<file path="src/source/rv_isa_pkg.sv">
`default_nettype none

package rv_isa_pkg;

    // Field positions of an RV32 I-type word
    localparam int opcode_lsb  = 0;
    localparam int opcode_msb  = 6;
    localparam int rd_lsb      = 7;
    localparam int rd_msb      = 11;
    localparam int funct3_lsb  = 12;
    localparam int funct3_msb  = 14;
    localparam int rs1_lsb     = 15;   // Also the uimm field of the immediate forms
    localparam int rs1_msb     = 19;
    localparam int funct12_lsb = 20;   // Also the CSR address
    localparam int funct12_msb = 31;

    localparam logic [6:0] opcode_system = 7'b1110011;

    localparam logic [2:0] f3_priv   = 3'b000;   // ECALL, EBREAK, MRET
    localparam logic [2:0] f3_csrrw  = 3'b001;
    localparam logic [2:0] f3_csrrs  = 3'b010;
    localparam logic [2:0] f3_csrrc  = 3'b011;
    localparam logic [2:0] f3_csrrwi = 3'b101;
    localparam logic [2:0] f3_csrrsi = 3'b110;
    localparam logic [2:0] f3_csrrci = 3'b111;

    localparam logic [11:0] f12_ecall  = 12'h000;
    localparam logic [11:0] f12_ebreak = 12'h001;
    localparam logic [11:0] f12_mret   = 12'h302;

endpackage

`default_nettype wire

</file>
<file path="src/source/rv_csr_pkg.sv">
`default_nettype none

package rv_csr_pkg;

    typedef enum logic [2:0] {
        op_none    = 3'd0,
        op_write   = 3'd1,
        op_set     = 3'd2,
        op_clear   = 3'd3,
        op_ecall   = 3'd4,
        op_ebreak  = 3'd5,
        op_mret    = 3'd6,
        op_illegal = 3'd7
    } csr_op_t;

    typedef logic [11:0] csr_addr_t;

    localparam csr_addr_t addr_mstatus    = 12'h300;
    localparam csr_addr_t addr_misa       = 12'h301;
    localparam csr_addr_t addr_mie        = 12'h304;
    localparam csr_addr_t addr_mtvec      = 12'h305;
    localparam csr_addr_t addr_mcounteren = 12'h306;
    localparam csr_addr_t addr_mstatush   = 12'h310;
    localparam csr_addr_t addr_mscratch   = 12'h340;
    localparam csr_addr_t addr_mepc       = 12'h341;
    localparam csr_addr_t addr_mcause     = 12'h342;
    localparam csr_addr_t addr_mip        = 12'h344;

    localparam logic [3:0] cause_illegal    = 4'd2;
    localparam logic [3:0] cause_breakpoint = 4'd3;
    localparam logic [3:0] cause_ecall_m    = 4'd11;
    localparam logic [3:0] cause_timer      = 4'd7;    // Interrupt causes
    localparam logic [3:0] cause_external   = 4'd11;

    localparam logic ext_c      = 1'b1;
    localparam logic ext_m      = 1'b1;
    localparam logic ext_zicntr = 1'b1;

    // MXL=1 and the I bit, plus the optional M and C bits
    localparam logic [31:0] misa_value = 32'h4000_0100 | (32'(ext_m) << 12) | (32'(ext_c) << 2);

    localparam logic [1:0] mtvec_direct   = 2'b00;
    localparam logic [1:0] mtvec_vectored = 2'b01;

    typedef union packed {
        logic [31:0] raw;      // CSR access view
        struct packed {
            logic [29:0] base;
            logic [1:0]  mode;
        } fields;              // Redirect view
    } mtvec_t;

endpackage

`default_nettype wire

</file>
<file path="src/source/rv_csr_if.sv">
`timescale 1ns/1ps
`default_nettype none

interface rv_csr_if;

    logic                    valid;
    rv_csr_pkg::csr_op_t     op;
    rv_csr_pkg::csr_addr_t   addr;
    logic [31:0]             operand;    // rs1 value or zero-extended uimm
    logic                    write_en;   // Low for set/clear with a zero source
    logic                    rd_en;      // Destination is not x0
    logic [31:0]             pc;

    modport stage_out (
        output valid,
        output op,
        output addr,
        output operand,
        output write_en,
        output rd_en,
        output pc
    );

    modport stage_in (
        input valid,
        input op,
        input addr,
        input operand,
        input write_en,
        input rd_en,
        input pc
    );

endinterface

`default_nettype wire

</file>
<file path="src/source/rv_csr_decode.sv">
`timescale 1ns/1ps
`default_nettype none

module rv_csr_decode
(
    input  wire                 i_clk,
    input  wire                 i_reset_n,
    input  wire                 i_valid,
    input  wire [31:0]          i_instr,
    input  wire [31:0]          i_pc,
    input  wire [31:0]          i_rs1_data,
    rv_csr_if.stage_out         o_stage
);

    logic [6:0]              opcode;
    logic [4:0]              rd_idx;
    logic [2:0]              funct3;
    logic [4:0]              rs1_idx;
    logic [11:0]             funct12;
    rv_csr_pkg::csr_op_t     op_next;
    logic [31:0]             operand_next;
    logic                    write_en_next;

    assign opcode  = i_instr[rv_isa_pkg::opcode_msb:rv_isa_pkg::opcode_lsb];
    assign rd_idx  = i_instr[rv_isa_pkg::rd_msb:rv_isa_pkg::rd_lsb];
    assign funct3  = i_instr[rv_isa_pkg::funct3_msb:rv_isa_pkg::funct3_lsb];
    assign rs1_idx = i_instr[rv_isa_pkg::rs1_msb:rv_isa_pkg::rs1_lsb];
    assign funct12 = i_instr[rv_isa_pkg::funct12_msb:rv_isa_pkg::funct12_lsb];

    always_comb
    begin
        op_next = rv_csr_pkg::op_illegal;        // Anything outside SYSTEM
        if (opcode == rv_isa_pkg::opcode_system)
        begin
            case (funct3)
                rv_isa_pkg::f3_csrrw,
                rv_isa_pkg::f3_csrrwi: op_next = rv_csr_pkg::op_write;
                rv_isa_pkg::f3_csrrs,
                rv_isa_pkg::f3_csrrsi: op_next = rv_csr_pkg::op_set;
                rv_isa_pkg::f3_csrrc,
                rv_isa_pkg::f3_csrrci: op_next = rv_csr_pkg::op_clear;
                rv_isa_pkg::f3_priv:
                begin
                    case (funct12)
                        rv_isa_pkg::f12_ecall:  op_next = rv_csr_pkg::op_ecall;
                        rv_isa_pkg::f12_ebreak: op_next = rv_csr_pkg::op_ebreak;
                        rv_isa_pkg::f12_mret:   op_next = rv_csr_pkg::op_mret;
                        default:                op_next = rv_csr_pkg::op_illegal;
                    endcase
                end
                default: op_next = rv_csr_pkg::op_illegal;   // funct3 = 100
            endcase
        end
    end

    // funct3 bit 2 marks the immediate forms
    assign operand_next  = funct3[2] ? {27'b0, rs1_idx} : i_rs1_data;
    assign write_en_next = (op_next == rv_csr_pkg::op_write) || (rs1_idx != 5'd0);

    always_ff @(posedge i_clk)
    begin
        if (!i_reset_n)
            o_stage.valid <= 1'b0;
        else
            o_stage.valid <= i_valid;
    end

    always_ff @(posedge i_clk)
    begin
        o_stage.op       <= i_valid ? op_next : rv_csr_pkg::op_none;
        o_stage.addr     <= funct12;             // CSR address field
        o_stage.operand  <= operand_next;
        o_stage.write_en <= write_en_next;
        o_stage.rd_en    <= (rd_idx != 5'd0);
        o_stage.pc       <= i_pc;
    end

    // The stage 2 handshake must be defined once reset is released
    a_valid_known: assert property (
        @(posedge i_clk) disable iff (!i_reset_n) !$isunknown(o_stage.valid)
    );

endmodule

`default_nettype wire

</file>
<file path="src/source/rv_csr_machine.sv">
`timescale 1ns/1ps
`default_nettype none

module rv_csr_machine
(
    input  wire                 i_clk,
    input  wire                 i_reset_n,
    rv_csr_if.stage_in          i_stage,
    input  wire [31:0]          i_next_pc,
    input  wire                 i_int_timer,
    input  wire                 i_int_ext,
    output logic                o_rd_valid,
    output logic [31:0]         o_rd_data,
    output logic                o_redirect_valid,
    output logic [31:0]         o_redirect_pc
);

    logic sel_mstatus, sel_misa, sel_mie, sel_mtvec, sel_mcounteren;
    logic sel_mstatush, sel_mscratch, sel_mepc, sel_mcause, sel_mip;
    logic csr_known;
    logic csr_op;
    logic do_write;
    logic do_mret;
    logic trap_sync;
    logic take_int;
    logic trap_any;
    logic [3:0] sync_cause;
    logic [3:0] int_cause;
    logic [31:0] read_data;
    logic [31:0] new_value;
    logic [31:0] trap_target;

    logic status_mie_q, status_mpie_q;
    logic msie_q, mtie_q, meie_q;
    rv_csr_pkg::mtvec_t mtvec_q;
    logic [2:0] mcounteren_q;
    logic [31:0] mscratch_q;
    logic [31:1] mepc_q;
    logic mcause_int_q;
    logic [3:0] mcause_code_q;

    assign sel_mstatus    = (i_stage.addr == rv_csr_pkg::addr_mstatus);
    assign sel_misa       = (i_stage.addr == rv_csr_pkg::addr_misa);
    assign sel_mie        = (i_stage.addr == rv_csr_pkg::addr_mie);
    assign sel_mtvec      = (i_stage.addr == rv_csr_pkg::addr_mtvec);
    assign sel_mcounteren = (i_stage.addr == rv_csr_pkg::addr_mcounteren);
    assign sel_mstatush   = (i_stage.addr == rv_csr_pkg::addr_mstatush);
    assign sel_mscratch   = (i_stage.addr == rv_csr_pkg::addr_mscratch);
    assign sel_mepc       = (i_stage.addr == rv_csr_pkg::addr_mepc);
    assign sel_mcause     = (i_stage.addr == rv_csr_pkg::addr_mcause);
    assign sel_mip        = (i_stage.addr == rv_csr_pkg::addr_mip);

    assign csr_known = sel_mstatus | sel_misa | sel_mie | sel_mtvec | sel_mcounteren |
                       sel_mstatush | sel_mscratch | sel_mepc | sel_mcause | sel_mip;

    assign csr_op = (i_stage.op == rv_csr_pkg::op_write) ||
                    (i_stage.op == rv_csr_pkg::op_set) ||
                    (i_stage.op == rv_csr_pkg::op_clear);

    // misa, mstatush and mip read the same whatever is written
    assign read_data = ({32{sel_mstatus}}    & {24'b0, status_mpie_q, 3'b0, status_mie_q, 3'b0})
                     | ({32{sel_misa}}       & rv_csr_pkg::misa_value)
                     | ({32{sel_mie}}        & {20'b0, meie_q, 3'b0, mtie_q, 3'b0, msie_q, 3'b0})
                     | ({32{sel_mtvec}}      & mtvec_q.raw)
                     | ({32{sel_mcounteren}} & {29'b0, mcounteren_q})
                     | ({32{sel_mscratch}}   & mscratch_q)
                     | ({32{sel_mepc}}       & {mepc_q, 1'b0})
                     | ({32{sel_mcause}}     & {mcause_int_q, 27'b0, mcause_code_q})
                     | ({32{sel_mip}}        & {20'b0, i_int_ext, 3'b0, i_int_timer, 7'b0});

    always_comb
    begin
        case (i_stage.op)
            rv_csr_pkg::op_set:   new_value = read_data | i_stage.operand;
            rv_csr_pkg::op_clear: new_value = read_data & ~i_stage.operand;
            default:              new_value = i_stage.operand;
        endcase
    end

    assign do_write  = i_stage.valid && csr_op && csr_known && i_stage.write_en;
    assign do_mret   = i_stage.valid && (i_stage.op == rv_csr_pkg::op_mret);
    assign trap_sync = i_stage.valid && ((i_stage.op == rv_csr_pkg::op_ecall) ||
                                         (i_stage.op == rv_csr_pkg::op_ebreak) ||
                                         (i_stage.op == rv_csr_pkg::op_illegal) ||
                                         (csr_op && !csr_known));

    // Interrupts only slip into an empty stage 2 slot
    assign take_int = !i_stage.valid && status_mie_q &&
                      ((i_int_ext && meie_q) || (i_int_timer && mtie_q));
    assign trap_any = trap_sync || take_int;

    assign sync_cause = (i_stage.op == rv_csr_pkg::op_ecall)  ? rv_csr_pkg::cause_ecall_m :
                        (i_stage.op == rv_csr_pkg::op_ebreak) ? rv_csr_pkg::cause_breakpoint :
                                                                rv_csr_pkg::cause_illegal;
    assign int_cause  = (i_int_ext && meie_q) ? rv_csr_pkg::cause_external :
                                                rv_csr_pkg::cause_timer;

    always_comb
    begin
        case (mtvec_q.fields.mode)
            rv_csr_pkg::mtvec_direct:   trap_target = {mtvec_q.fields.base, 2'b00};
            rv_csr_pkg::mtvec_vectored: trap_target = {mtvec_q.fields.base, 2'b00} +
                                                      (take_int ? {26'b0, int_cause, 2'b00} : '0);
            default:                    trap_target = {mtvec_q.fields.base, 2'b00};
        endcase
    end

    always_ff @(posedge i_clk)
    begin
        if (!i_reset_n)
        begin
            status_mie_q  <= 1'b0;
            status_mpie_q <= 1'b0;
        end
        else if (trap_any)
        begin
            status_mpie_q <= status_mie_q;
            status_mie_q  <= 1'b0;
        end
        else if (do_mret)
        begin
            status_mie_q  <= status_mpie_q;
            status_mpie_q <= 1'b1;
        end
        else if (do_write && sel_mstatus)
        begin
            status_mie_q  <= new_value[3];
            status_mpie_q <= new_value[7];
        end
    end

    always_ff @(posedge i_clk)
    begin
        if (!i_reset_n)
        begin
            msie_q <= 1'b0;
            mtie_q <= 1'b0;
            meie_q <= 1'b0;
            mtvec_q.raw <= '0;
            mcounteren_q <= '0;
        end
        else if (do_write)
        begin
            if (sel_mie)
            begin
                msie_q <= new_value[3];
                mtie_q <= new_value[7];
                meie_q <= new_value[11];
            end
            if (sel_mtvec)
                mtvec_q.raw <= new_value;
            if (sel_mcounteren)
                mcounteren_q <= new_value[2:0] & {3{rv_csr_pkg::ext_zicntr}};   // CY, TM, IR
        end
    end

    always_ff @(posedge i_clk)
    begin
        if (do_write && sel_mscratch)
            mscratch_q <= new_value;
    end

    always_ff @(posedge i_clk)
    begin
        if (!i_reset_n)
        begin
            mepc_q        <= '0;
            mcause_int_q  <= 1'b0;
            mcause_code_q <= '0;
        end
        else if (take_int)
        begin
            mepc_q        <= i_next_pc[31:1];    // Resume after the last retired instruction
            mcause_int_q  <= 1'b1;
            mcause_code_q <= int_cause;
        end
        else if (trap_sync)
        begin
            mepc_q        <= i_stage.pc[31:1];
            mcause_int_q  <= 1'b0;
            mcause_code_q <= sync_cause;
        end
        else if (do_write && sel_mepc)
            mepc_q <= new_value[31:1];
        else if (do_write && sel_mcause)
        begin
            mcause_int_q  <= new_value[31];
            mcause_code_q <= new_value[3:0];
        end
    end

    always_ff @(posedge i_clk)
    begin
        if (!i_reset_n)
        begin
            o_rd_valid       <= 1'b0;
            o_redirect_valid <= 1'b0;
        end
        else
        begin
            o_rd_valid       <= i_stage.valid && csr_op && csr_known && i_stage.rd_en;
            o_redirect_valid <= trap_any || do_mret;
        end
    end

    always_ff @(posedge i_clk)
    begin
        o_rd_data     <= read_data;          // Old CSR value
        o_redirect_pc <= do_mret ? {mepc_q, 1'b0} : trap_target;
    end

    a_one_result: assert property (
        @(posedge i_clk) disable iff (!i_reset_n) !(o_rd_valid && o_redirect_valid)
    );

endmodule

`default_nettype wire

</file>
<file path="src/source/rv_csr_unit.sv">
`timescale 1ns/1ps
`default_nettype none

module rv_csr_unit
(
    input  wire                 i_clk,
    input  wire                 i_reset_n,
    input  wire                 i_valid,
    input  wire [31:0]          i_instr,
    input  wire [31:0]          i_pc,
    input  wire [31:0]          i_rs1_data,
    input  wire [31:0]          i_next_pc,      // Return address for interrupts
    input  wire                 i_int_timer,
    input  wire                 i_int_ext,
    output wire                 o_rd_valid,
    output wire [31:0]          o_rd_data,
    output wire                 o_redirect_valid,
    output wire [31:0]          o_redirect_pc
);

    rv_csr_if stage_if ();     // Decode to CSR file

    rv_csr_decode decode_i
    (
        .i_clk                  (i_clk),
        .i_reset_n              (i_reset_n),
        .i_valid                (i_valid),
        .i_instr                (i_instr),
        .i_pc                   (i_pc),
        .i_rs1_data             (i_rs1_data),
        .o_stage                (stage_if.stage_out)
    );

    rv_csr_machine machine_i
    (
        .i_clk                  (i_clk),
        .i_reset_n              (i_reset_n),
        .i_stage                (stage_if.stage_in),
        .i_next_pc              (i_next_pc),
        .i_int_timer            (i_int_timer),
        .i_int_ext              (i_int_ext),
        .o_rd_valid             (o_rd_valid),
        .o_rd_data              (o_rd_data),
        .o_redirect_valid       (o_redirect_valid),
        .o_redirect_pc          (o_redirect_pc)
    );

endmodule

`default_nettype wire

</file>
<file path="config.mk">
export PLATFORM = sky130hd
export DESIGN_NAME = rv_csr_unit
export DESIGN_NICKNAME = d
export VERILOG_FILES = /design/src/source/rv_isa_pkg.sv /design/src/source/rv_csr_pkg.sv /design/src/source/rv_csr_if.sv /design/src/source/rv_csr_decode.sv /design/src/source/rv_csr_machine.sv /design/src/source/rv_csr_unit.sv
export SDC_FILE = /design/constraint.sdc
export NUM_CORES = 1
export LEC_CHECK = 0
export BUFFER_PORTS_ARGS = -buffer_cell sky130_fd_sc_hd__buf_2
export CAP_MARGIN = 20
export CORE_AREA = 2 2 179 181
export CTS_CLUSTER_DIAMETER = 150
export DETAILED_ROUTE_END_ITERATION = 8
export DIE_AREA = 0 0 181 183
export SLEW_MARGIN = 20
export SYNTH_ARGS = -nofsm -noshare
export SYNTH_HDL_FRONTEND = slang
export SYNTH_SLANG_ARGS = --single-unit
</file>
<file path="constraint.sdc">
create_clock -name i_clk -period 4.6 [get_ports i_clk]
set_clock_uncertainty 0.05 [all_clocks]
set_input_delay 0.46 -clock i_clk [delete_from_list [all_inputs] [get_ports i_clk]]
set_output_delay 0.46 -clock i_clk [all_outputs]
set_load 0.01 [all_outputs]
</file>
==> Word-level counts from Yosys, hierarchy flattened <==
Cells that the tools add are included.
{ "op_classes": {"addsub": 1, "n_eq_ne": 29, "muxes": 27, "bitwise_logic": 29, "n_reduce_logical": 42} }
{ "ops": {"columns": ["operator", "n"], "rows": [
  ["bitwise OR 32 bit", 8],
  ["AND 32 bit", 5],
  ["equality test 12 x 10 -> 1 bit, second input constant", 11],
  ["two-way mux 31 bit", 3],
  ["AND 32 x 12 -> 32 bit", 2],
  ["two-way mux 32 bit", 2],
  ["case mux 32 bit (2 select lines)", 1],
  ["adder 32 bit", 1],
  ["AND 32 x 3 -> 32 bit", 1],
  ["AND 32 x 8 -> 32 bit", 1],
  ["inverter 32 bit", 1],
  ["bitwise OR 32 x 31 -> 32 bit", 1],
  ["two-way mux 4 bit", 6],
  ["equality test 3 bit, second input constant", 7],
  ["logical AND 1 bit", 15],
  ["equality test 12 x 1 -> 1 bit, second input constant", 1],
  ["equality test 3 x 2 -> 1 bit, second input constant", 4],
  ["zero test 12 bit", 1],
  ["case mux 3 bit (4 select lines)", 1],
  ["two-way mux 1 bit", 10],
  ["nonzero test 5 bit", 2],
  ["equality test 3 x 1 -> 1 bit, second input constant", 3],
  ["logical OR 1 bit", 9],
  ["bitwise OR 1 bit", 9],
  ["other kinds (14)", 23]
]} }
{ "word_totals": {"reg_bits": 256, "in_bits": 133, "out_inout_bits": 66, "elab_cells": 152} }

==> Logic depth before layout (Yosys ltp) <==
Gate-level depths: netlist (run 1).
{ "logic_depth": {"depth_word": 17, "ltp_mapped": 15} }

==> By module <==
From an unflattened synthesis (run 1), not the netlist that was laid out.
{ "hier_totals": {"cells_unflattened": 1027, "area_unflattened_um2": 10129.7} }
{ "modules_own_cells": {"columns": ["module", "instances", "cells_per_inst", "area_per_inst_um2"], "rows": [
  ["rv_csr_machine", 1, 885, 8074.0],
  ["rv_csr_decode", 1, 142, 2055.7]
]} }

==> Least setup slack after synthesis (run 1) <==
No wires, ideal clock.
{ "synth_path": {"path_type": "reg-to-reg", "from": "register decode_i.o_stage.addr[2]", "to": "register machine_i.mscratch_q[0] (enable)", "setup_ps": 461, "t_arrival_ps": 3428, "slack_ps": 661, "path_stages_with_launch": 6, "n_path_buf": 1, "period_less_slack_ps": 3939, "path_cell_list": "dfxtp_1 -> buf_4 -> nand2b_1 -> a2111o_1 -> a21o_1 -> nor3_1"} }
{ "synth_via": {"elab_chain_cells": 13, "word_cells_on_any_way": 22} }
{ "synth_lines": {"columns": ["item", "line", "source"], "rows": [
  ["start, declared", "rv_csr_if.sv:17", "output addr,"],
  ["start signal, assigned", "rv_csr_decode.sv:71", "o_stage.addr <= funct12;"],
  ["equality test 12 x 10 -> 1 bit (on tied branches)", "rv_csr_machine.sv:42, rv_csr_machine.sv:43", null],
  ["bitwise OR 1 bit (5 in a row)", "rv_csr_machine.sv:53", "assign csr_known = sel_mstatus | sel_misa | sel_mie | sel_mtvec | sel_mcounteren |"],
  ["bitwise OR 1 bit (4 in a row)", "rv_csr_machine.sv:54", "sel_mstatush | sel_mscratch | sel_mepc | sel_mcause | sel_mip;"],
  ["logical AND 1 bit (2 in a row)", "rv_csr_machine.sv:80", "assign do_write = i_stage.valid && csr_op && csr_known && i_stage.write_en;"],
  ["logical AND 1 bit (*)", "rv_csr_machine.sv:159", "if (do_write && sel_mscratch)"],
  ["end signal, assigned", "rv_csr_machine.sv:160", "mscratch_q <= new_value;"],
  ["end, declared", "rv_csr_machine.sv:37", "logic [31:0] mscratch_q;"]
]} }
Every way passes the cells marked *; elsewhere a longest branch is shown, timed or not.
A chain may end at the register's enable or synchronous reset.

==> Worst setup path in the final report (run 1) <==
{ "layout_path": {"from": "register decode_i.o_stage.addr[2]", "to": "register machine_i.mepc_q[17] in the netlist's numbering"} }
{ "layout_via": {"elab_chain_cells": 16, "word_cells_on_any_way": 49} }
{ "layout_lines": {"columns": ["item", "line", "source"], "rows": [
  ["parallel branches: the longest is 16 deep, another holds AND 32 x 8 -> 32 bit", null, null],
  ["end signal, assigned", "rv_csr_machine.sv:173", "mepc_q <= i_next_pc[31:1];"],
  ["end signal, assigned", "rv_csr_machine.sv:179", "mepc_q <= i_stage.pc[31:1];"],
  ["end signal, assigned", "rv_csr_machine.sv:184", "mepc_q <= new_value[31:1];"],
  ["end, declared", "rv_csr_machine.sv:38", "logic [31:1] mepc_q;"]
]} }
Parallel ways; which one is timed is not known. The select of a mux whose other input is x is not followed.

==> key figures, run 1 <==
Run status
  • Status: complete, no violations

Detailed routing
  • Antenna-violating nets left: 0
  • Met3 Routed Length: 2730 µm
  • Via count: 9612
  • Drt first pass iters: 6
  • Met2 WL: approximately 17000 µm
  • Total Routed Length: between 30000 and 40000 µm
  • DRC: 0
  • WL met1: 15500 µm
  • DR top layer: met4
  • DR iter-0 viols: roughly 880
  • Via density: 5.51
  • Wire per inst: around 21 µm

Floorplan
  • Row cnt: between 60 and 70
  • Ports: 199
  • Die Width: roughly 180 µm
  • Die Area: about 33000 µm²
  • Initial Utilization: a little over a third
  • CORE AREA: between 30000 and 40000 µm²
  • Die height: roughly 180 µm

Cells and area
  • Final Core Density: 43.4%
  • Commonest non-fill, non-tap cells in the layout: 222 x dfxtp_1, 195 x buf_2, 120 x nand2_1, 69 x nand3_1, 57 x nor2_1
  • Multi-input gate area: 5040 µm²
  • Synthesis-to-layout area growth: 25.2%
  • Design area: about 14000 µm²
  • Commonest non-fill, non-tap cell in the layout: dfxtp_1
  • Fill cell count: roughly 3100
  • Final Non-Filler Cells: roughly 1700
  • Share of layout cells above drive strength 1: a little under a quarter
  • FF+latch area: ~5400 µm²
  • Nets: 1460

Logic synthesis
  • Mapped cell area: approximately 11000 µm²
  • Synth Warn #: 0
  • Top cell type's share of synthesized area: 41.0%
  • Top FF cell, synth: dfxtp_1
  • Mapped Cells: 1113
  • Ys async rst share: 0%
  • Ranking of synthesized cells by area: dfxtp_1 41%, edfxtp_1 8.9%, nand2_1 4.2%
  • Avg Cell Area, Syn: 9.73 µm²
  • Library cells used by synthesis: 84
  • Seq/Total Area, Yosys: between 40% and 50%
  • Net Count, Synth: between 1000 and 1500
  • Post-synth EDFFs: 32
  • Synth area leader: dfxtp_1
  • Register bit total from synthesis: approximately 250

Critical path
  • Worst EP arrival: 3.84 ns
  • Worst R2R Start: decode_i.o_stage.addr[2]$_DFF_P_
  • FF-to-FF End: machine_i.mepc_q[17]$_SDFFE_PN0P_
  • Cell Chain, Critical Path: nand2b_1 -> a2111o_1 -> a21oi_2 -> or2_2 -> buf_12 -> mux2i_1 -> o22ai_1
  • Critical path class: reg -> reg
  • Reg2Reg Setup Slack: 1.10 ns
  • Slowest CP cell: dfxtp_1
  • Worst-path fanout max: 19
  • Startpoint Class: flop
  • CP startpoint: decode_i.o_stage.addr[2]$_DFF_P_
  • Critical Path RT: slightly below 5 ns
  • Slowest cell delay on critical path: 0.85 ns
  • Worst reg2reg path depth: 7
  • Nature of the critical path endpoint: flop

Min path
  • Hold Path Depth: 3
  • Hold EP: decode_i.o_stage.rd_en$_DFF_P_
  • Hold crit path type: in -> reg
  • Hold_sp: i_instr[11]

CTS
  • Clock-pin slew on the worst setup and hold paths: 0.06 ns
  • Longest Clk Path Bufs: 3
  • Post-CTS Setup Inserts: 0
  • Hold Buf Count CTS: 43
  • TritonCTS clock tree: done
  • CTS Root Buffer Type: clkbuf_16
  • CTS Buf Count: 28
  • H-tree lvl count: 1
  • Skew-Pair Late Insertion Delay: approximately 0.54 ns
  • # clock sinks: between 200 and 300
  • Post-cts resize count: 0

Place
  • Placed cells: ~1700
  • RD Place Congestion: 0.872
  • Post-DP HPWL: between 20000 and 25000 µm
  • DP Area: approximately 12000 µm²
  • I/O Buffers: 195

Global route
  • Global-route wire length before repair: ~55000 µm
  • Vias in the first global route: ~9500
  • Largest net degree at the start of global routing: 68
  • Initial antenna violation count: 1
  • GRT Total Usage: about a fifth
  • Grt ovf: 0

Timing
  • Max Slew Vio Count: 0
  • FMAX: 286 MHz
  • Least-Margin Pin Slew: just over 0.9 ns
  • Hold Violations, Final: 0
  • Final min period: between 3 and 4 ns
  • Final Cycle Share: between 70% and 80%
  • Relative slew slack: around two fifths
  • Setup violations, final: 0
  • Setup TNS: 0 ns
  • RSZ-0062 raised after global routing: no

Power and ir drop
  • Power density cells: 363 nW/µm²
  • Max VDD drop: 0.228 mV
  • Leakage: 0.00539 µW
  • P_sw: around 1100 µW
  • Cell Int Power: 3810 µW
  • Part of the power in registers: a little under half
  • Clock share of power: 45.7%
  • Net Sw Frac: 22.6%
  • Combinational power share: under 10%

Flow run
  • # Max-Cap Violations: 0
how the worst max path moves through the flow:
stage,endpoint
after floorplan,machine_i.mscratch_q[0]$_DFFE_PP_
after global placement,machine_i.mepc_q[20]$_SDFFE_PN0P_
after detailed placement,machine_i.mepc_q[10]$_SDFFE_PN0P_
after CTS,machine_i.mepc_q[17]$_SDFFE_PN0P_
after global routing,machine_i.mepc_q[17]$_SDFFE_PN0P_
final,machine_i.mepc_q[17]$_SDFFE_PN0P_
area by class of cell:
cell class              count  share of cell area [%]
inverters                   7                   0.194
repair buffers            265                    12.1
clock inverters             4                   0.157
diodes                      1                  0.0185
flip-flops and latches    254                    39.9
clock buffers              47                    6.83
multi-input cells         766                    37.2
well taps                 402                    3.71
cells in the mapped netlist (5+ instances only):
cell / count
dfxtp_1: 222
nand2_1: 120
nand3_1: 69
nor2_1: 59
a22o_1: 51
a21oi_1: 45
clkbuf_1: 44
mux2i_1: 43
nor2b_1: 35
edfxtp_1: 32
o21ai_0: 32
buf_2: 27
a31oi_1: 25
a22oi_1: 24
a2bb2oi_1: 24
o22ai_1: 23
nor3_1: 17
xnor2_1: 14
nor4_1: 12
and3_1: 10
nand2b_1: 9
buf_1: 8
xor2_1: 8
a211oi_1: 7
inv_1: 7
mux2_2: 7
nor3b_1: 7
and2_1: 6
nand4_1: 6
o21a_1: 6
buf_6: 5
nand3b_1: 5
nor4b_1: 5
o31ai_1: 5
or4b_1: 5
logic make-up after synthesis:
logic type      Yosys count  share of synthesized area (%)
other cells               1                         0.0346
flops                   254                           49.9
simple gates            401                           19.7
compound gates          287                           19.2
xor+xnor                 22                           1.78
buf+inv                  93                           3.95
mux                      50                           4.70
fa+ha+maj                 5                          0.647
power by group through the flow:
stage	logic, µW	clock network, µW	registers, µW
after global routing	351	2380	2350
after floorplan	182	0	2370
after global placement	289	0	2400
after CTS	322	2290	2350
after detailed placement	293	0	2400
final	325	2250	2350
sequential cells by signal, summed over array words and instances (netlist names), 3 cells and up:
register and cells:
machine_i.mtvec_q 32, machine_i.mcause_code_q 4, decode_i.o_stage.pc 31, decode_i.o_stage.addr 12, machine_i.mepc_q 31, decode_i.o_stage.op 3
machine_i.mscratch_q 32, decode_i.o_stage.operand 32, machine_i.o_rd_data 32, machine_i.mcounteren_q 3, machine_i.o_redirect_pc 31
worst max-delay path, delay by kind of cell, from the launching register on:
family / cells / cell delay, ns
and+or+nand+nor: 2 / 0.89
buffers and inverters: 1 / 0.27
muxes: 1 / 0.25
DFF: 1 / 0.85
AOI/OAI and AO/OA: 3 / 1.03
routing by layer:
metal,GRT usage [%],vias up
li1,-,4524
met1,28.2,4576
met2,34.7,434
met3,3.20,78
met4,7.74,0
met5,0,-
through the flow:
step	setup slack [ns]	hold slack [ns]	total power, µW
after floorplan	0.661	0.381	2550
after global placement	1.29	0.415	2690
after detailed placement	1.18	0.415	2690
after CTS	1.15	0.0533	4960
after global routing	0.982	0.0661	5080
final	1.10	0.0610	4920
No activity file was read; power rests on OpenSTA's default activity.
==> run 2, diff against run 1 <==
==> constraint.sdc (replaced) <==
create_clock -name i_clk -period 3.3 [get_ports i_clk]
set_clock_uncertainty 0.05 [all_clocks]
set_input_delay 0.33 -clock i_clk [delete_from_list [all_inputs] [get_ports i_clk]]
set_output_delay 0.33 -clock i_clk [all_outputs]
set_load 0.01 [all_outputs]
==> key figures, run 2 (synthesis gave the netlist of run 1 again) <==
CTS
  • TritonCTS clock tree: done (unchanged)
  • H-tree lvl count: 1 (unchanged)
  • Skew-Pair Late Insertion Delay: 0.56 ns (was 0.54 ns)
  • # clock sinks: 254 (unchanged)
  • CTS Buf Count: 28 (unchanged)
  • CTS Root Buffer Type: clkbuf_16 (unchanged)
  • Clock-pin slew on the worst setup and hold paths: 0.06 ns (about the same)
  • Post-cts resize count: 0 (unchanged)
  • Longest Clk Path Bufs: 3 (unchanged)

Timing
  • RSZ-0062 raised after global routing: no (unchanged)
  • Final min period: 3.08 ns (was 3.50 ns)
  • Final WS setup: 0.218 ns (was 1.10 ns)
  • Final Cycle Share: 93.4% (was 76.1%)
  • Relative slew slack: 43.3% (was 38.5%)
  • Max Slew Vio Count: 0 (unchanged)
  • Setup TNS: 0 ns (unchanged)
  • FMAX: 324 MHz (was 286 MHz)
  • Least-Margin Pin Slew: 0.850 ns (was 0.920 ns)
  • Setup violations, final: 0 (unchanged)
  • Hold Violations, Final: 0 (unchanged)

Global route
  • Initial antenna violation count: 1 (unchanged)
  • Vias in the first global route: 9609 (was 9461)
  • GRT Total Usage: 21.7% (was 21.1%)
  • Largest net degree at the start of global routing: 68 (unchanged)
  • Global-route wire length before repair: 56000 µm (was 54500 µm)
  • Grt ovf: 0 (unchanged)

Detailed routing
  • Via count: 9894 (was 9612)
  • Drt first pass iters: 5 (was 6)
  • Antenna-violating nets left: 0 (unchanged)
  • Via density: 5.45 (was 5.51)
  • DR iter-0 viols: 1045 (was 884)
  • Wire per inst: 20.2 µm (was 20.6 µm)
  • DRC: 0 (unchanged)
  • Total Routed Length: 36800 µm (was 36100 µm)

Critical path
  • Startpoint Class: flop (unchanged)
  • Cell Chain, Critical Path: nand2_1 -> a21o_1 -> inv_1 -> ha_1 -> inv_1 -> fa_1 -> nor2b_1 -> o21ai_1 -> a2111oi_4 -> nand3_1 -> xnor2_1 -> mux2_2 (was nand2b_1 -> a2111o_1 -> a21oi_2 -> or2_2 -> buf_12 -> mux2i_1 -> o22ai_1)
  • Slowest CP cell: a2111oi_4 (was dfxtp_1)
  • Critical Path RT: 3.69 ns (was 4.94 ns)
  • CP most frequent cell: inv_1
  • Critical path class: reg -> reg (unchanged)
  • CP top delay family: compound AO/OA/AOI/OAI gates (unchanged)
  • Worst-path fanout max: 7 (was 19)
  • Worst R2R Start: machine_i.meie_q$_SDFFE_PN0P_ (was decode_i.o_stage.addr[2]$_DFF_P_)
  • Reg2Reg Setup Slack: 0.22 ns (was 1.10 ns)
  • Nature of the critical path endpoint: flop (unchanged)
  • Worst reg2reg path depth: 12 (was 7)
  • Slowest cell delay on critical path: 0.57 ns (was 0.85 ns)
  • Worst path bufs/invs: 2 (was 1)
  • FF-to-FF End: machine_i.o_redirect_pc[24]$_DFF_P_ (was machine_i.mepc_q[17]$_SDFFE_PN0P_)
  • Worst EP arrival: 3.48 ns (was 3.84 ns)

Power and ir drop
  • Leakage: 0.00572 µW (was 0.00539 µW)
  • Power density cells: 493 nW/µm² (was 363 nW/µm²)
  • Total power: 7010 µW (was 4920 µW)
  • Max VDD drop: 0.363 mV (was 0.228 mV)

Place
  • Post-DP HPWL: 24500 µm (was 23600 µm)
  • I/O Buffers: 195 (unchanged)
  • DP Area: 12400 µm² (was 12200 µm²)
  • Placement Setup Slack: 0.150 ns (was 1.18 ns)
  • RD Place Congestion: 0.843 (was 0.872)

Min path
  • Hold_sp: i_next_pc[22] (was i_instr[11])
  • Hold Path Depth: 3 (unchanged)
  • Hold crit path type: in -> reg (unchanged)
  • Hold EP: machine_i.mepc_q[22]$_SDFFE_PN0P_ (was decode_i.o_stage.rd_en$_DFF_P_)

Cells and area
  • Share of layout cells above drive strength 1: 23.4% (was 22.8%)
  • Commonest non-fill, non-tap cell in the layout: dfxtp_1 (unchanged)
  • Synthesis-to-layout area growth: 31.4% (was 25.2%)
  • Design area: 14200 µm² (was 13600 µm²)
  • Commonest non-fill, non-tap cells in the layout: 222 x dfxtp_1, 195 x buf_2, 120 x nand2_1, 88 x dlygate4sd3_1, 69 x nand3_1 (was 222 x dfxtp_1, 195 x buf_2, 120 x nand2_1, 69 x nand3_1, 57 x nor2_1)
  • Nets: 1530 (was 1460)

Floorplan
  • Die Width: 181 µm (unchanged)
  • Row cnt: 65 (unchanged)
  • Die Area: 33100 µm² (unchanged)
  • Initial Utilization: 34.7% (unchanged)
  • CORE AREA: 31200 µm² (unchanged)
  • Ports: 199 (unchanged)
  • Die height: 183 µm (unchanged)

Run status
  • Status: complete, no violations (unchanged)

Flow run
  • # Max-Cap Violations: 0 (unchanged)
## run 2: cell count changes in the layout (fill, tap and decap cells not counted), moves of 2 or more
| cell | delta |
|---|---|
| inv_6 | +2 |
| clkinv_4 | +2 |
| clkinv_2 | +2 |
| dlygate4sd3_1 | +45 |
| clkbuf_16 | -3 |
| clkbuf_1 | -3 |
| clkinv_1 | +3 |
| buf_4 | +25 |
| clkbuf_8 | -5 |
| bufinv_16 | +3 |
## run 2: cell type report
type                            instances  area [µm²]
Multi-Input combinational cell        766        5050
Fill cell                            2998       17000
Sequential cell                       254        5410
Antenna cell                            1        2.50
Tap cell                              402         503
Inverter                                7        26.3
Clock inverter                         16         191
Timing Repair Buffer                  335        2270
Clock buffer                           36         771
## run 2: worst reg2reg max path, stage by stage (launching register included)
cell       delay [ns]
dfxtp_1          0.37
nand2_1          0.10
a21o_1           0.24
inv_1            0.09
ha_1             0.17
inv_1            0.06
fa_1             0.43
nor2b_1          0.13
o21ai_1          0.12
a2111oi_4        0.57
nand3_1          0.19
xnor2_1          0.18
mux2_2           0.27
## run 2: worst max path at each step
stage / cells after the start / to / startpoint
after detailed placement: 13 / machine_i.o_redirect_pc[24]$_DFF_P_ / i_int_ext
after floorplan: 15 / machine_i.o_redirect_pc[24]$_DFF_P_ / decode_i.o_stage.valid$_SDFF_PN0_
after global placement: 13 / machine_i.o_redirect_pc[24]$_DFF_P_ / i_int_ext
after global routing: 12 / machine_i.o_redirect_pc[24]$_DFF_P_ / machine_i.meie_q$_SDFFE_PN0P_
after CTS: 12 / machine_i.o_redirect_pc[24]$_DFF_P_ / machine_i.meie_q$_SDFFE_PN0P_
final: 12 / machine_i.o_redirect_pc[24]$_DFF_P_ / machine_i.meie_q$_SDFFE_PN0P_
## run 2: power breakdown
part           internal [µW]  leakage [µW]  switching [µW]
clock                   1900      0.000474            1330
sequential              3200       0.00207            68.2
combinational            260       0.00317             252
## run 2: metal layers
metal  track usage, %  vias up  share of wire (%)
li1                 -     4678                  -
met1             30.2     4694                 45
met2             35.0      464                 45
met3             3.14       58                7.9
met4             6.15        0                2.3
met5                0        -                  0
## run 2: stage by stage
stage / std cells / utilization (%) / hold slack (ns)
CTS: 1816 / 45.5 / 0.00577
floorplan: 1113 / - / 0.308
global placement: 1676 / 39.6 / 0.384
global route: 1817 / 45.6 / 0.0146
finish: 1817 / 45.6 / 0.0256
detailed placement: 1676 / 39.6 / 0.384
## run 2: repair_timing
action,CTS,global route
buffers inserted,0,0
endpoints found under the hold margin,81,0
hold buffers,88,0
==> run 3, diff against run 2 <==
--- a/config.mk
+++ b/config.mk
@@ -8,9 +8,11 @@
 export BUFFER_PORTS_ARGS = -buffer_cell sky130_fd_sc_hd__buf_2
 export CAP_MARGIN = 20
 export CORE_AREA = 2 2 179 181
+export CTS_BUF_LIST = sky130_fd_sc_hd__clkbuf_8
 export CTS_CLUSTER_DIAMETER = 150
 export DETAILED_ROUTE_END_ITERATION = 8
 export DIE_AREA = 0 0 181 183
+export SETUP_SLACK_MARGIN = 0.5
 export SLEW_MARGIN = 20
 export SYNTH_ARGS = -nofsm -noshare
 export SYNTH_HDL_FRONTEND = slang
==> key figures, run 3 (synthesis gave the netlist of run 1 again) <==
Critical path
  • Worst R2R Start: decode_i.o_stage.valid$_SDFF_PN0_ (was machine_i.meie_q$_SDFFE_PN0P_)
  • Critical Path RT: 3.69 ns (about the same)
  • Worst EP arrival: 3.06 ns (was 3.48 ns)
  • Critical path class: reg -> reg (unchanged)
  • CP startpoint: decode_i.o_stage.valid$_SDFF_PN0_ (was machine_i.meie_q$_SDFFE_PN0P_)
  • Slowest cell delay on critical path: 0.40 ns (was 0.57 ns)
  • Startpoint Class: flop (unchanged)
  • Slowest CP cell: a2111oi_4 (unchanged)
  • FF-to-FF End: machine_i.o_redirect_pc[24]$_DFF_P_ (unchanged)
  • CP most frequent cell: inv_2 (was inv_1)
  • Worst-path fanout max: 5 (was 7)
  • Reg2Reg Setup Slack: 0.64 ns (was 0.22 ns)
  • Worst reg2reg path depth: 12 (unchanged)
  • Nature of the critical path endpoint: flop (unchanged)
  • Cell Chain, Critical Path: nand2b_4 -> a21o_1 -> inv_2 -> ha_4 -> inv_2 -> fa_2 -> nor2b_4 -> o21ai_4 -> a2111oi_4 -> nand3_1 -> xnor2_1 -> mux2_2 (was nand2_1 -> a21o_1 -> inv_1 -> ha_1 -> inv_1 -> fa_1 -> nor2b_1 -> o21ai_1 -> a2111oi_4 -> nand3_1 -> xnor2_1 -> mux2_2)

Power and ir drop
  • Leakage: 0.00576 µW (was 0.00572 µW)
  • Combinational power share: 7.7% (was 7.3%)
  • Part of the power in registers: 49.6% (was 46.7%)
  • Power density cells: 464 nW/µm² (was 493 nW/µm²)
  • Max VDD drop: 0.294 mV (was 0.363 mV)
  • Cell Int Power: 5000 µW (was 5360 µW)
  • Net Sw Frac: 24.4% (was 23.5%)
  • P_sw: 1610 µW (was 1650 µW)
  • Clock share of power: 42.7% (was 46.0%)

Detailed routing
  • Antenna-violating nets left: 0 (unchanged)
  • Drt first pass iters: 5 (unchanged)
  • DRC: 0 (unchanged)
  • DR iter-0 viols: 774 (was 1045)
  • Via count: 10000 (was 9894)
  • Total Routed Length: 37100 µm (was 36800 µm)
  • Via density: 5.43 (was 5.45)
  • Wire per inst: 20.1 µm (was 20.2 µm)

Global route
  • GRT Total Usage: 21.9% (was 21.7%)
  • Grt ovf: 0 (unchanged)
  • Largest net degree at the start of global routing: 68 (unchanged)
  • Global-route wire length before repair: 56600 µm (was 56000 µm)
  • Initial antenna violation count: 0 (was 1)
  • Vias in the first global route: 9998 (was 9609)

Timing
  • Relative slew slack: 41.3% (was 43.3%)
  • Final Cycle Share: 80.7% (was 93.4%)
  • Final min period: 2.66 ns (was 3.08 ns)
  • Setup TNS: 0 ns (unchanged)
  • Max Slew Vio Count: 0 (unchanged)
  • FMAX: 376 MHz (was 324 MHz)
  • RSZ-0062 raised after global routing: yes (was no)
  • Setup violations, final: 0 (unchanged)
  • Hold Violations, Final: 0 (unchanged)
  • Least-Margin Pin Slew: 0.880 ns (was 0.850 ns)

Place
  • I/O Buffers: 195 (unchanged)
  • RD Place Congestion: 0.853 (was 0.843)
  • Post-DP HPWL: 24900 µm (was 24500 µm)
  • DP Area: 12400 µm² (about the same)

Floorplan
  • Ports: 199 (unchanged)
  • Row cnt: 65 (unchanged)
  • Die Width: 181 µm (unchanged)
  • CORE AREA: 31200 µm² (unchanged)
  • Die height: 183 µm (unchanged)
  • Die Area: 33100 µm² (unchanged)
  • Initial Utilization: 34.7% (unchanged)

Cells and area
  • Share of layout cells above drive strength 1: 25.5% (was 23.4%)
  • Commonest non-fill, non-tap cell in the layout: dfxtp_1 (unchanged)
  • Nets: 1547 (was 1530)
  • Synthesis-to-layout area growth: 31.4% (unchanged)
  • Commonest non-fill, non-tap cells in the layout: 217 x dfxtp_1, 195 x buf_2, 120 x nand2_1, 86 x dlygate4sd3_1, 69 x nand3_1 (was 222 x dfxtp_1, 195 x buf_2, 120 x nand2_1, 88 x dlygate4sd3_1, 69 x nand3_1)
  • ANT cells: 0 (was 1)
  • Design area: 14200 µm² (unchanged)

Min path
  • Hold Path Depth: 2 (was 3)
  • Hold crit path type: in -> reg (unchanged)
  • Hold_sp: i_rs1_data[5] (was i_next_pc[22])
  • Hold EP: decode_i.o_stage.operand[5]$_SDFF_PP0_ (was machine_i.mepc_q[22]$_SDFFE_PN0P_)

CTS
  • Skew-Pair Late Insertion Delay: 0.56 ns (about the same)
  • Clock-pin slew on the worst setup and hold paths: 0.06 ns (about the same)
  • # clock sinks: 254 (unchanged)
  • CTS Buf Count: 43 (was 28)
  • TritonCTS clock tree: done (unchanged)
  • Longest Clk Path Bufs: 3 (unchanged)
  • H-tree lvl count: 2 (was 1)
  • CTS Root Buffer Type: clkbuf_8 (was clkbuf_16)

Run status
  • Status: complete, no violations (unchanged)

Flow run
  • # Max-Cap Violations: 0 (unchanged)
run 3: cell count changes in the layout (fill, tap and decap cells not counted), moves of 3 or more:
cell / previous run / this run
clkbuf_8: 4 / 53
clkbuf_16: 28 / 0
inv_1: 6 / 19
dfxtp_1: 222 / 217
clkbuf_1: 4 / 0
buf_4: 50 / 53
dfxtp_2: 0 / 3
run 3: how the worst max path moves through the flow:
stage	cells past startpoint	endpoint	slack, ns
final	12	machine_i.o_redirect_pc[24]$_DFF_P_	0.64
after global routing	13	machine_i.o_redirect_pc[28]$_DFF_P_	0.49
after CTS	13	machine_i.o_redirect_pc[26]$_DFF_P_	0.51
after detailed placement	11	machine_i.o_redirect_pc[26]$_DFF_P_	0.41
after global placement	13	machine_i.o_redirect_pc[24]$_DFF_P_	0.48
after floorplan	15	machine_i.o_redirect_pc[24]$_DFF_P_	0.38
run 3: timing repair:
action	in CTS	in global routing
setup buffers	1	4
setup endpoints to repair	7	48
endpoints found under the hold margin	81	0
gates resized for setup	3	12
hold buffers	86	0
pin swaps	2	3
run 3: power groups by stage:
stage	clock, µW	sequential [µW]	combinational, µW
3_3_place_gp	0	3340	418
3_5_place_dp	0	3340	424
6_report	2820	3270	510
2_1_floorplan	0	3300	254
5_1_grt	3010	3280	550
4_1_cts	2880	3270	505
run 3: metrics by stage:
step	hold slack, ns	setup slack, ns	instances	utilization [%]	total power (µW)
after floorplan	0.308	0.382	1113	-	3560
after global placement	0.383	0.478	1675	39.7	3760
after detailed placement	0.384	0.409	1675	39.7	3760
after CTS	0.000803	0.508	1840	45.3	6660
after global routing	0.00116	0.490	1844	45.6	6840
final	0.0143	0.638	1844	45.6	6610
run 3: area by class of cell:
class                           count  area, µm²
Fill cell                        3078      17000
Sequential cell                   254       5420
Multi-Input combinational cell    766       5130
Timing Repair Buffer              337       2290
Clock buffer                       53        729
Tap cell                          402        503
Clock inverter                     25        138
Inverter                            7       26.3
run 3: worst max-delay path, delay by kind of cell (launching register included):
kind                     cells  cell delay, ns
AO/OA/AOI/OAI                3            0.67
XOR/XNOR                     1            0.15
adder cells (fa/ha/maj)      2            0.50
buffers and inverters        2            0.13
flip-flops                   1            0.36
multiplexers                 1            0.26
AND/OR/NAND/NOR              3            0.45
run 3: per-layer routing:
layer  global-route usage [%]  up-vias  wire (µm)
met5                        0        -          0
met3                     4.05       74       2620
met2                     36.2      431      17200
li1                         -     4719          -
met1                     28.6     4787      16300
met4                     7.97        0        984
